`src/battleTypesPkg.sv`:
```
package battleTypesPkg;

    // health of either fighter, 0 to 127
    typedef logic [6:0] healthT;

    // player moves, one per known key
    typedef enum logic [2:0]
    {
        PUNCH,
        HEAVY,
        JAB,
        FLURRY,
        PASS
    } attackOpT;

    // turn sequencing
    typedef enum logic [2:0]
    {
        IDLE,
        PLAYER_WAIT,
        PLAYER_HIT,
        ENEMY_HIT,
        OVER
    } turnStateT;

    // battle result
    typedef enum logic [1:0]
    {
        NONE,
        PLAYER_WON,
        ENEMY_WON
    } outcomeT;

    // keyboard scan codes of the five moves
    localparam logic [7:0] KEY_P = 8'h19;
    localparam logic [7:0] KEY_H = 8'h0B;
    localparam logic [7:0] KEY_J = 8'h0D;
    localparam logic [7:0] KEY_F = 8'h0F;
    localparam logic [7:0] KEY_N = 8'h11;

    // damage dealt to the enemy by each move
    function automatic healthT attackDamage(attackOpT op);
        healthT dmg;
        case (op)
            PUNCH:   dmg = 7'd20;
            HEAVY:   dmg = 7'd25;
            JAB:     dmg = 7'd8;
            FLURRY:  dmg = 7'd12;
            default: dmg = 7'd0;
        endcase
        return dmg;
    endfunction

endpackage

```
`src/screenPkg.sv`:
```
package screenPkg;

    // signed so off-screen positions still compare sensibly
    typedef logic signed [10:0] coordT;

    // 4 bits per channel, red in the top nibble
    typedef struct packed
    {
        logic [3:0] red;
        logic [3:0] green;
        logic [3:0] blue;
    } colourT;

    // enemy bar, upper left of the screen
    localparam coordT ENEMY_BAR_X = 11'sd105;
    localparam coordT ENEMY_BAR_Y0 = 11'sd67;
    localparam coordT ENEMY_BAR_Y1 = 11'sd71;

    // player bar, lower right
    localparam coordT PLAYER_BAR_X = 11'sd349;
    localparam coordT PLAYER_BAR_Y0 = 11'sd181;
    localparam coordT PLAYER_BAR_Y1 = 11'sd184;

    // orange bars on a black backdrop
    localparam colourT BAR_COLOUR = 12'hF64;
    localparam colourT BACKDROP_COLOUR = 12'h000;

endpackage

```
`src/keyDecoder.sv`:
```
`timescale 1ns/1ps

module keyDecoder (
    input  logic                     frame_clk,
    input  logic                     debug,
    input  logic [7:0]               keycode,
    input  logic                     keyValid,
    output logic                     keyReady,
    output battleTypesPkg::attackOpT moveOp,
    output logic                     moveValid,
    input  logic                     moveReady
);
    import battleTypesPkg::*;

    attackOpT decodedOp;
    logic     keyKnown;
    logic     keyTaken;
    attackOpT bufOp;
    logic     bufFull;

    // scan code to move lookup
    always_comb
    begin
        keyKnown = 1'b1;
        decodedOp = PASS;
        case (keycode)
            KEY_P:   decodedOp = PUNCH;
            KEY_H:   decodedOp = HEAVY;
            KEY_J:   decodedOp = JAB;
            KEY_F:   decodedOp = FLURRY;
            KEY_N:   decodedOp = PASS;
            // anything else is swallowed
            default: keyKnown = 1'b0;
        endcase
    end

    // open when empty or draining this cycle
    assign keyReady = !bufFull || moveReady;
    assign keyTaken = keyValid && keyReady;

    // occupancy of the single slot
    always_ff @(posedge frame_clk or posedge debug)
    begin
        if (debug)
            bufFull <= 1'b0;
        else if (keyTaken && keyKnown)
            // refill, possibly while the old move leaves
            bufFull <= 1'b1;
        else if (moveReady)
            bufFull <= 1'b0;
    end

    // slot contents
    always_ff @(posedge frame_clk)
    begin
        if (keyTaken && keyKnown)
            bufOp <= decodedOp;
    end

    assign moveOp = bufOp;
    assign moveValid = bufFull;

    // a stalled move must stay put until the engine takes it
    assert property (@(posedge frame_clk) disable iff (debug)
        moveValid && !moveReady |=> moveValid && $stable(moveOp));

endmodule

```
`src/turnEngine.sv`:
```
`timescale 1ns/1ps

module turnEngine #(
    parameter int unsigned MaxHealth = 94,
    parameter int unsigned EnemyDamage = 8
) (
    input  logic                     frame_clk,
    input  logic                     debug,
    input  logic                     battleStart,
    input  battleTypesPkg::attackOpT moveOp,
    input  logic                     moveValid,
    output logic                     moveReady,
    output battleTypesPkg::healthT   playerHealth,
    output battleTypesPkg::healthT   enemyHealth,
    output battleTypesPkg::outcomeT  outcome
);
    import battleTypesPkg::*;

    // parameters folded into health width
    localparam healthT FullHealth = healthT'(MaxHealth);
    localparam healthT EnemyHit = healthT'(EnemyDamage);

    turnStateT state;
    attackOpT  heldMove;
    healthT    enemyNext;
    healthT    playerNext;

    // subtraction that stops at zero
    function automatic healthT subSat(healthT h, healthT dmg);
        healthT result;
        if (dmg >= h)
            result = '0;
        else
            result = h - dmg;
        return result;
    endfunction

    // only the waiting state takes a move
    assign moveReady = (state == PLAYER_WAIT);

    // health after the pending hit of each side
    assign enemyNext = subSat(enemyHealth, attackDamage(heldMove));
    assign playerNext = subSat(playerHealth, EnemyHit);

    // turn sequencing, health and result
    always_ff @(posedge frame_clk or posedge debug)
    begin
        if (debug)
        begin
            state <= IDLE;
            playerHealth <= FullHealth;
            enemyHealth <= FullHealth;
            outcome <= NONE;
        end
        else
        begin
            case (state)
                IDLE:
                    if (battleStart)
                        state <= PLAYER_WAIT;
                PLAYER_WAIT:
                    // handshake completes here since moveReady is high
                    if (moveValid)
                        state <= PLAYER_HIT;
                PLAYER_HIT:
                begin
                    // player strikes first
                    enemyHealth <= enemyNext;
                    if (enemyNext == '0)
                    begin
                        state <= OVER;
                        outcome <= PLAYER_WON;
                    end
                    else
                        state <= ENEMY_HIT;
                end
                ENEMY_HIT:
                begin
                    // fixed counter-attack
                    playerHealth <= playerNext;
                    if (playerNext == '0)
                    begin
                        state <= OVER;
                        outcome <= ENEMY_WON;
                    end
                    else
                        state <= PLAYER_WAIT;
                end
                // battle done, only reset leaves
                OVER:
                    state <= OVER;
                default:
                    state <= IDLE;
            endcase
        end
    end

    // move captured with the handshake
    always_ff @(posedge frame_clk)
    begin
        if (moveValid && moveReady)
            heldMove <= moveOp;
    end

    // damage only ever takes health away
    assert property (@(posedge frame_clk) disable iff (debug)
        $past(!debug) |-> (playerHealth <= $past(playerHealth))
                          && (enemyHealth <= $past(enemyHealth)));

    // no move accepted mid-turn or after the end
    assert property (@(posedge frame_clk) disable iff (debug)
        moveReady |-> (outcome == NONE) && !$past(moveValid && moveReady));

endmodule

```
`src/healthBarRenderer.sv`:
```
`timescale 1ns/1ps

module healthBarRenderer #(
    parameter int unsigned MaxHealth = 94
) (
    input  logic                   frame_clk,
    input  logic                   debug,
    input  screenPkg::coordT       pixelX,
    input  screenPkg::coordT       pixelY,
    input  logic                   pixelValid,
    output logic                   pixelReady,
    input  battleTypesPkg::healthT playerHealth,
    input  battleTypesPkg::healthT enemyHealth,
    output screenPkg::colourT      colour,
    output logic                   colourValid,
    input  logic                   colourReady
);
    import screenPkg::*;

    coordT  enemyBarEnd;
    coordT  playerBarEnd;
    logic   enemyBarHit;
    logic   playerBarHit;
    logic   pipeOpen;
    logic   pixelTaken;
    logic   s1Valid;
    logic   s1Ready;
    logic   s1EnemyHit;
    logic   s1PlayerHit;
    logic   s2Valid;
    logic   s2Ready;
    colourT s2Colour;

    // last lit column of each bar, health wide past the start
    assign enemyBarEnd = ENEMY_BAR_X + coordT'({4'b0000, enemyHealth});
    assign playerBarEnd = PLAYER_BAR_X + coordT'({4'b0000, playerHealth});

    // inclusive rectangle tests on the incoming pixel
    assign enemyBarHit = (pixelX >= ENEMY_BAR_X) && (pixelX <= enemyBarEnd)
                         && (pixelY >= ENEMY_BAR_Y0) && (pixelY <= ENEMY_BAR_Y1);
    assign playerBarHit = (pixelX >= PLAYER_BAR_X) && (pixelX <= playerBarEnd)
                          && (pixelY >= PLAYER_BAR_Y0) && (pixelY <= PLAYER_BAR_Y1);

    // stage 2 frees up when empty or its colour is taken
    assign s2Ready = !s2Valid || colourReady;
    // stage 1 frees up when empty or moving into stage 2
    assign s1Ready = !s1Valid || s2Ready;

    // requests held off for the first cycle out of reset
    assign pixelReady = pipeOpen && s1Ready;
    assign pixelTaken = pixelValid && pixelReady;

    // pipeline occupancy
    always_ff @(posedge frame_clk or posedge debug)
    begin
        if (debug)
        begin
            pipeOpen <= 1'b0;
            s1Valid <= 1'b0;
            s2Valid <= 1'b0;
        end
        else
        begin
            pipeOpen <= 1'b1;
            if (s1Ready)
                s1Valid <= pixelTaken;
            if (s2Ready)
                s2Valid <= s1Valid;
        end
    end

    // stage 1 keeps the hit flags, health as of acceptance
    always_ff @(posedge frame_clk)
    begin
        if (pixelTaken)
        begin
            s1EnemyHit <= enemyBarHit;
            s1PlayerHit <= playerBarHit;
        end
    end

    // stage 2 picks the colour
    always_ff @(posedge frame_clk)
    begin
        if (s1Valid && s2Ready)
            s2Colour <= (s1EnemyHit || s1PlayerHit) ? BAR_COLOUR : BACKDROP_COLOUR;
    end

    assign colour = s2Colour;
    assign colourValid = s2Valid;

    // engine healths must fit the drawn bar width
    assert property (@(posedge frame_clk) disable iff (debug)
        (playerHealth <= MaxHealth) && (enemyHealth <= MaxHealth));

endmodule

```
`src/battleScreen.sv`:
```
`timescale 1ns/1ps

module battleScreen #(
    parameter int unsigned MaxHealth = 94,
    parameter int unsigned EnemyDamage = 8
) (
    input  logic                    frame_clk,
    input  logic                    debug,
    input  logic [7:0]              keycode,
    input  logic                    keyValid,
    output logic                    keyReady,
    input  logic                    battleStart,
    input  screenPkg::coordT        pixelX,
    input  screenPkg::coordT        pixelY,
    input  logic                    pixelValid,
    output logic                    pixelReady,
    output screenPkg::colourT       colour,
    output logic                    colourValid,
    input  logic                    colourReady,
    output battleTypesPkg::healthT  playerHealth,
    output battleTypesPkg::healthT  enemyHealth,
    output battleTypesPkg::outcomeT outcome
);
    import battleTypesPkg::*;

    // move stream between decoder and engine
    attackOpT moveOp;
    logic     moveValid;
    logic     moveReady;

    // keycodes in, moves out
    keyDecoder keyDec (
        .frame_clk (frame_clk),
        .debug     (debug),
        .keycode   (keycode),
        .keyValid  (keyValid),
        .keyReady  (keyReady),
        .moveOp    (moveOp),
        .moveValid (moveValid),
        .moveReady (moveReady)
    );

    // battle rules
    turnEngine #(
        .MaxHealth   (MaxHealth),
        .EnemyDamage (EnemyDamage)
    ) engine (
        .frame_clk    (frame_clk),
        .debug        (debug),
        .battleStart  (battleStart),
        .moveOp       (moveOp),
        .moveValid    (moveValid),
        .moveReady    (moveReady),
        .playerHealth (playerHealth),
        .enemyHealth  (enemyHealth),
        .outcome      (outcome)
    );

    // health bars drawn from the live healths
    healthBarRenderer #(
        .MaxHealth (MaxHealth)
    ) renderer (
        .frame_clk    (frame_clk),
        .debug        (debug),
        .pixelX       (pixelX),
        .pixelY       (pixelY),
        .pixelValid   (pixelValid),
        .pixelReady   (pixelReady),
        .playerHealth (playerHealth),
        .enemyHealth  (enemyHealth),
        .colour       (colour),
        .colourValid  (colourValid),
        .colourReady  (colourReady)
    );

endmodule

```
`config.mk`:
```
export PLATFORM = sky130hd
export DESIGN_NAME = battleScreen
export DESIGN_NICKNAME = d
export VERILOG_FILES = /design/src/battleTypesPkg.sv /design/src/screenPkg.sv /design/src/keyDecoder.sv /design/src/turnEngine.sv /design/src/healthBarRenderer.sv /design/src/battleScreen.sv
export SDC_FILE = /design/constraint.sdc
export NUM_CORES = 1
export LEC_CHECK = 0
export ABC_AREA = 1
export BUFFER_PORTS_ARGS = -buffer_cell sky130_fd_sc_hd__buf_2
export CAP_MARGIN = 25
export CELL_PAD_IN_SITES_DETAIL_PLACEMENT = 0
export CELL_PAD_IN_SITES_GLOBAL_PLACEMENT = 2
export CORE_UTILIZATION = 31
export CTS_BUF_LIST = sky130_fd_sc_hd__clkbuf_4
export DETAILED_ROUTE_END_ITERATION = 8
export PLACE_DENSITY_LB_ADDON = 0.2
export SLEW_MARGIN = 15
export SYNTH_ARGS = -nofsm -noshare
export SYNTH_HDL_FRONTEND = slang
export SYNTH_SLANG_ARGS = --single-unit
export TNS_END_PERCENT = 20
```
`constraint.sdc`:
```
create_clock -name frame_clk -period 2.6 [get_ports frame_clk]
set_input_delay 0.13 -clock frame_clk [delete_from_list [all_inputs] [get_ports frame_clk]]
set_output_delay 0.13 -clock frame_clk [all_outputs]
set_load 0.02 [all_outputs]
```
# ---- Yosys cells after proc, flatten, opt, wreduce, memory -nomap -nowiden
# Index checks and enable logic that the tools add are counted.
dict set report word_totals {
  regBits 43
  in_bits 36
  out_inout_bits 31
  wordCells 89
}
dict set report classes {
  add_sub_neg 4
  magnitude_cmp 10
  n_eq_ne 16
  mux 16
  n_reduce_logical 28
}
# cell n
set ops {}
lappend ops {{== test 8 x 4 -> 1 bit, second input constant} 3}
lappend ops {{greater-or-equal comparator 11 x 8 -> 1 bit, second input constant} 2}
lappend ops {{less-or-equal comparator 11 bit} 2}
lappend ops {{case mux 5 bit (4 select lines)} 1}
lappend ops {{== test 8 x 5 -> 1 bit, second input constant} 2}
lappend ops {{case mux 3 bit (5 select lines)} 1}
lappend ops {{zero test 7 bit} 2}
lappend ops {{two-way mux 7 bit} 2}
lappend ops {{== test 3 x 2 -> 1 bit, second input constant} 4}
lappend ops {{logical AND 1 bit} 12}
lappend ops {{two-way mux 12 bit} 1}
lappend ops {{two-way mux 3 bit} 4}
lappend ops {{case mux 3 bit (4 select lines)} 1}
lappend ops {{greater-or-equal comparator 11 x 10 -> 1 bit, second input constant} 1}
lappend ops {{greater-or-equal comparator 11 x 9 -> 1 bit, second input constant} 1}
lappend ops {{less-or-equal comparator 11 x 8 -> 1 bit, second input constant} 1}
lappend ops {{less-or-equal comparator 11 x 9 -> 1 bit, second input constant} 1}
lappend ops {{adder 9 x 7 -> 10 bit, first input constant} 1}
lappend ops {{adder 7 x 7 -> 8 bit, first input constant} 1}
lappend ops {{greater-or-equal comparator 4 x 7 -> 1 bit, first input constant} 1}
lappend ops {{greater-or-equal comparator 5 x 7 -> 1 bit} 1}
lappend ops {{subtractor 7 x 4 -> 7 bit, second input constant} 1}
lappend ops {{subtractor 7 x 5 -> 7 bit} 1}
lappend ops {{== test 3 x 1 -> 1 bit, second input constant} 2}
lappend ops {{13 further kinds} 25}

# ---- Depth between registers and ports, before layout
dict set report logic_depth {
  depth_word 7
  ltp_mapped 18
  ltp_nobuf 18
}

# ---- By module
# A second synthesis with hierarchy kept.
dict set report unflattened {
  hier_cells 404
  hier_area_um2 2825.2
}
# module n_inst cells_per_inst area_each_um2
set modules_own_cells {}
lappend modules_own_cells {turnEngine 1 178 1366.3}
lappend modules_own_cells {healthBarRenderer 1 182 1173.6}
lappend modules_own_cells {keyDecoder 1 44 285.3}

# ---- Worst setup path before layout
# No wires, ideal clock.
dict set report synth_timing {
  path_type {register to register}
  start {register engine.enemyHealth[1]}
  end {register renderer.s1EnemyHit, data pin}
  arrival_time_ns 1.858
  required_time_ns 2.340
  path_slack_ns 0.482
  stages_incl_launch_ff 12
  cell_sequence {dfstp_2 ha_1 nand2_1 nand2_1 a21oi_1 xor2_1 ha_1 nand2_1 o21ai_0 nand2_1 nand3b_1 a21oi_1}
}
dict set report synth_via {
  elab_chain_cells 5
}
# item line_no
set synth_rtl {}
lappend synth_rtl {{start, declared} turnEngine.sv:14} ;# output battleTypesPkg::healthT enemyHealth,
lappend synth_rtl {{start signal, assigned} turnEngine.sv:52} ;# enemyHealth <= FullHealth;
lappend synth_rtl {{start signal, assigned} turnEngine.sv:68} ;# enemyHealth <= enemyNext;
lappend synth_rtl {{adder 7 x 7 -> 8 bit} healthBarRenderer.sv:35} ;# assign enemyBarEnd = ENEMY_BAR_X + coordT'({4'b0000, enemyHealth});
lappend synth_rtl {{less-or-equal comparator 11 bit} healthBarRenderer.sv:39} ;# assign enemyBarHit = (pixelX >= ENEMY_BAR_X) && (pixelX <= enemyBarEnd)
lappend synth_rtl {{logical AND 1 bit} healthBarRenderer.sv:39}
lappend synth_rtl {{logical AND 1 bit (2 in series)} healthBarRenderer.sv:40} ;# && (pixelY >= ENEMY_BAR_Y0) && (pixelY <= ENEMY_BAR_Y1);
lappend synth_rtl {{via renderer.enemyBarHit} healthBarRenderer.sv:22} ;# logic enemyBarHit;
lappend synth_rtl {{end signal, assigned} healthBarRenderer.sv:77} ;# s1EnemyHit <= enemyBarHit;
lappend synth_rtl {{end, declared} healthBarRenderer.sv:28} ;# logic s1EnemyHit;
# The timed path passes the listed nets, and every way through them passes these cells.
# A chain may end at the register's enable or synchronous reset.

# ---- Worst setup path in the final report
dict set report layout_timing {
  start {register engine.playerHealth[3]}
  end {register renderer.s1PlayerHit, data pin}
}
dict set report layout_via {
  elab_chain_cells 5
}
# item line_no
set layout_rtl {}
lappend layout_rtl {{start, declared} turnEngine.sv:13} ;# output battleTypesPkg::healthT playerHealth,
lappend layout_rtl {{start signal, assigned} turnEngine.sv:51} ;# playerHealth <= FullHealth;
lappend layout_rtl {{start signal, assigned} turnEngine.sv:80} ;# playerHealth <= playerNext;
lappend layout_rtl {{adder 9 x 7 -> 10 bit} healthBarRenderer.sv:36} ;# assign playerBarEnd = PLAYER_BAR_X + coordT'({4'b0000, playerHealth});
lappend layout_rtl {{less-or-equal comparator 11 bit} healthBarRenderer.sv:41} ;# assign playerBarHit = (pixelX >= PLAYER_BAR_X) && (pixelX <= playerBarEnd)
lappend layout_rtl {{logical AND 1 bit} healthBarRenderer.sv:41}
lappend layout_rtl {{logical AND 1 bit (2 in series)} healthBarRenderer.sv:42} ;# && (pixelY >= PLAYER_BAR_Y0) && (pixelY <= PLAYER_BAR_Y1);
lappend layout_rtl {{via renderer.playerBarHit} healthBarRenderer.sv:23} ;# logic playerBarHit;
lappend layout_rtl {{end signal, assigned} healthBarRenderer.sv:78} ;# s1PlayerHit <= playerBarHit;
lappend layout_rtl {{end, declared} healthBarRenderer.sv:29} ;# logic s1PlayerHit;
# The timed path passes the listed nets, and every way through them passes these cells.

==> run metrics <==
outcome complete, no violations; CTS Sinks 32; PwrDens 901.0 nW/um2; layout cells sized above 1 23.35%; most frequent cells in the layout 70 x nand2_1, 61 x buf_2, 54 x inv_1; Post-synth EDFFs 9; synthesized cell area 2695 um2; dpl hpwl 5010 um; Root Driver clkbuf_4; top layer in use met4; antenna fix cells 0; number of global-route vias before repair 2309; htree depth 2; remaining antenna violation count 0; Final Hold Viols 0; Net count, final 486; crit share post-route 89.41%; fin. max-slew vios 0; cell at the slowest stage of the critical path dfstp_2; Critical Path RT 2.77 ns; Post-Syn Area per Cell 7.466 um2; CTS buffer count 5; GRT Total Usage 14.58%; pin count of the biggest net entering global routing 24; WP data arrival 2.50 ns; DR vias 2365; DR iter-0 viols 67; clk slew on worst S/H paths 0.12 ns; Syn-to-layout area delta 16.67%; drt wl/cell 11.26 um; Synth Instances 361; clk buf depth 2; worst hold path depth 3; WL met1 2918 um; worst min-delay path startpoint keyValid; initial core utilization 32.47%; initial antenna violation count 0; asr flop ratio synth 71.88%; routability cong. 0.8326; PortBufs 61; sequential-to-total area share from yosys stat 31.85%; via density per instance 4.471; CTS tree yes; post-synthesis register bit count 32; most common cell after layout, fill and taps aside nand2_1; Pre-antenna DRT Iters 4; Post-CTS Setup Bufs 0; Die Footprint 9071 um2; hold slack 0.007485 ns; Hold Crit Class in -> reg; core area 8299 um2; largest fanout on the critical path 6; fillcell total 892; final wirelength 5956 um; Ys Warns 0; crit-path cells inv_1 > ha_1 > a21oi_1 > nor2_1 > ha_1 > nand4_1 > nor4_1 > nand4_1 > a21oi_1; Reg-to-Reg Start engine.playerHealth[3]$_DFFE_PP1P_; CP Capture Type flop; number of setup violations in the final report 0; chip width 95.24 um; Synth cell types 39; RSZ-0062 raised after global routing false; # Max-Cap Violations 0; met2 wire length 2700 um; setup TNS 0 ns; Final min period 2.325 ns; worst vdd ir 408.8 uV; residual DRC count 0; ys flop type dfrtp_1; final cell area excluding filler cells 3144 um2; top-area cell type share of the netlist area 12.53%; flip-flop and latch area 858.3 um2; Pleak 1.630 nW; Max Fclk 430.2 MHz; clk_lat worst skew 0.34 ns; CP Launch Point engine.playerHealth[3]$_DFFE_PP1P_; IO Pins 67; die span in y 95.24 um; Placed Area 3053 um2; first-pass GRT wire length 10270 um; Met3 Wirelength 294 um; R2R depth 9; standard-cell rows 33; CP Launch Type flop; Worst path max stage delay 0.62 ns; Fin Clk Skew 0.01871 ns; synth top area cells ha_1 13%, dfrtp_1 12%, edfxtp_1 10%, dfstp_2 9.7%, nand2_1 9.7%; total gr overflow 0; area leader, netlist ha_1; worst setup path category reg -> reg; multi-input logic area 1548 um2
[power by group]
part | switching (W) | internal (W)
combinational | 0.00110 | 0.000635
clock | 0.000178 | 0.000113
sequential | 0.000148 | 0.000656
[area by class of cell]
| type | instances | area share [%] |
|---|---|---|
| Sequential cell | 32 | 27.30 |
| Tap cell | 105 | 4.178 |
| Timing Repair Buffer | 63 | 10.82 |
| Clock inverter | 2 | 0.3581 |
| Multi-Input combinational cell | 265 | 49.22 |
| Clock buffer | 6 | 1.433 |
| Inverter | 56 | 6.685 |
[critical path: cells and delay by family, from the launching register on]
kind                     cells  cell delay, ns
buffers and inverters        1            0.11
AO/OA/AOI/OAI                2            0.39
adder cells (fa/ha/maj)      2            0.55
flip-flops                   1            0.62
AND/OR/NAND/NOR              4            0.49
[sequential cells by signal, summed over array words and instances (netlist names)]
register and flops:
renderer.s1Valid 1, renderer.pipeOpen 1, keyDec.moveValid 1, engine.heldMove 3, engine.outcome 2, renderer.s1EnemyHit 1
engine.enemyHealth 7, renderer.colourValid 1, engine.playerHealth 7, renderer.colour 1, engine.state 3, keyDec.moveOp 3
renderer.s1PlayerHit 1
[routing by layer]
layer	up-vias	global-route usage [%]
met5	-	0
met4	0	2.652
li1	1298	-
met3	4	3.987
met1	1016	18.58
met2	47	24.70
[synthesized netlist by cell type, drive strengths merged, types with 3 or more instances]
| master | number |
|---|---|
| dfrtp | 13 |
| buf | 12 |
| ha | 27 |
| o21ai | 23 |
| xor2 | 8 |
| inv | 55 |
| nand4 | 9 |
| nor3 | 7 |
| nor4 | 3 |
| nand3 | 23 |
| nand2 | 76 |
| nor2 | 45 |
| dfstp | 10 |
| a21oi | 22 |
| edfxtp | 9 |
[final timing paths]
path	slack (ns)	to
max in group asynchronous	1.84	engine.enemyHealth[4]$_DFFE_PP1P_
max reg2reg	0.28	renderer.s1PlayerHit$_DFFE_PP_
min reg2reg	0.43	engine.heldMove[0]$_DFFE_PP_
min	0.007	keyDec.moveValid$_DFFE_PP0P_
max	0.28	renderer.s1PlayerHit$_DFFE_PP_
min in group asynchronous	0.23	engine.state[2]$_DFFE_PP0P_
[timing repair]
item / in CTS / in global routing
setup endpoints to repair: 0 / 1
endpoints found under the hold margin: 0 / 10
resized for setup: 0 / 1
hold buffers: 0 / 1
[logic make-up (layout without fill, tap and decap cells)]
logic type / Yosys count / count (layout) / synth area share, %
AND/OR/NAND/NOR: 168 / 168 / 29.76
AO/OA/AOI/OAI: 54 / 54 / 11.05
flip-flops: 32 / 32 / 31.85
adder cells (fa/ha/maj): 27 / 27 / 12.53
buffers and inverters: 68 / 127 / 11.28
XOR/XNOR: 10 / 10 / 3.250
other: 2 / 6 / 0.2787
[through the flow]
stage          utilization (%)  cells  worst slack (ns)  power [W]
6_report                 37.89    529            0.2754   0.002833
5_1_grt                  37.89    529          0.006889   0.003170
4_1_cts                  37.46    527            0.2316   0.002861
3_5_place_dp             36.79    519            0.2778   0.002561
3_3_place_gp             36.79    519            0.2614   0.002569
2_1_floorplan                -    365            0.4820   0.002145
Power figures use the tool's default switching activity.
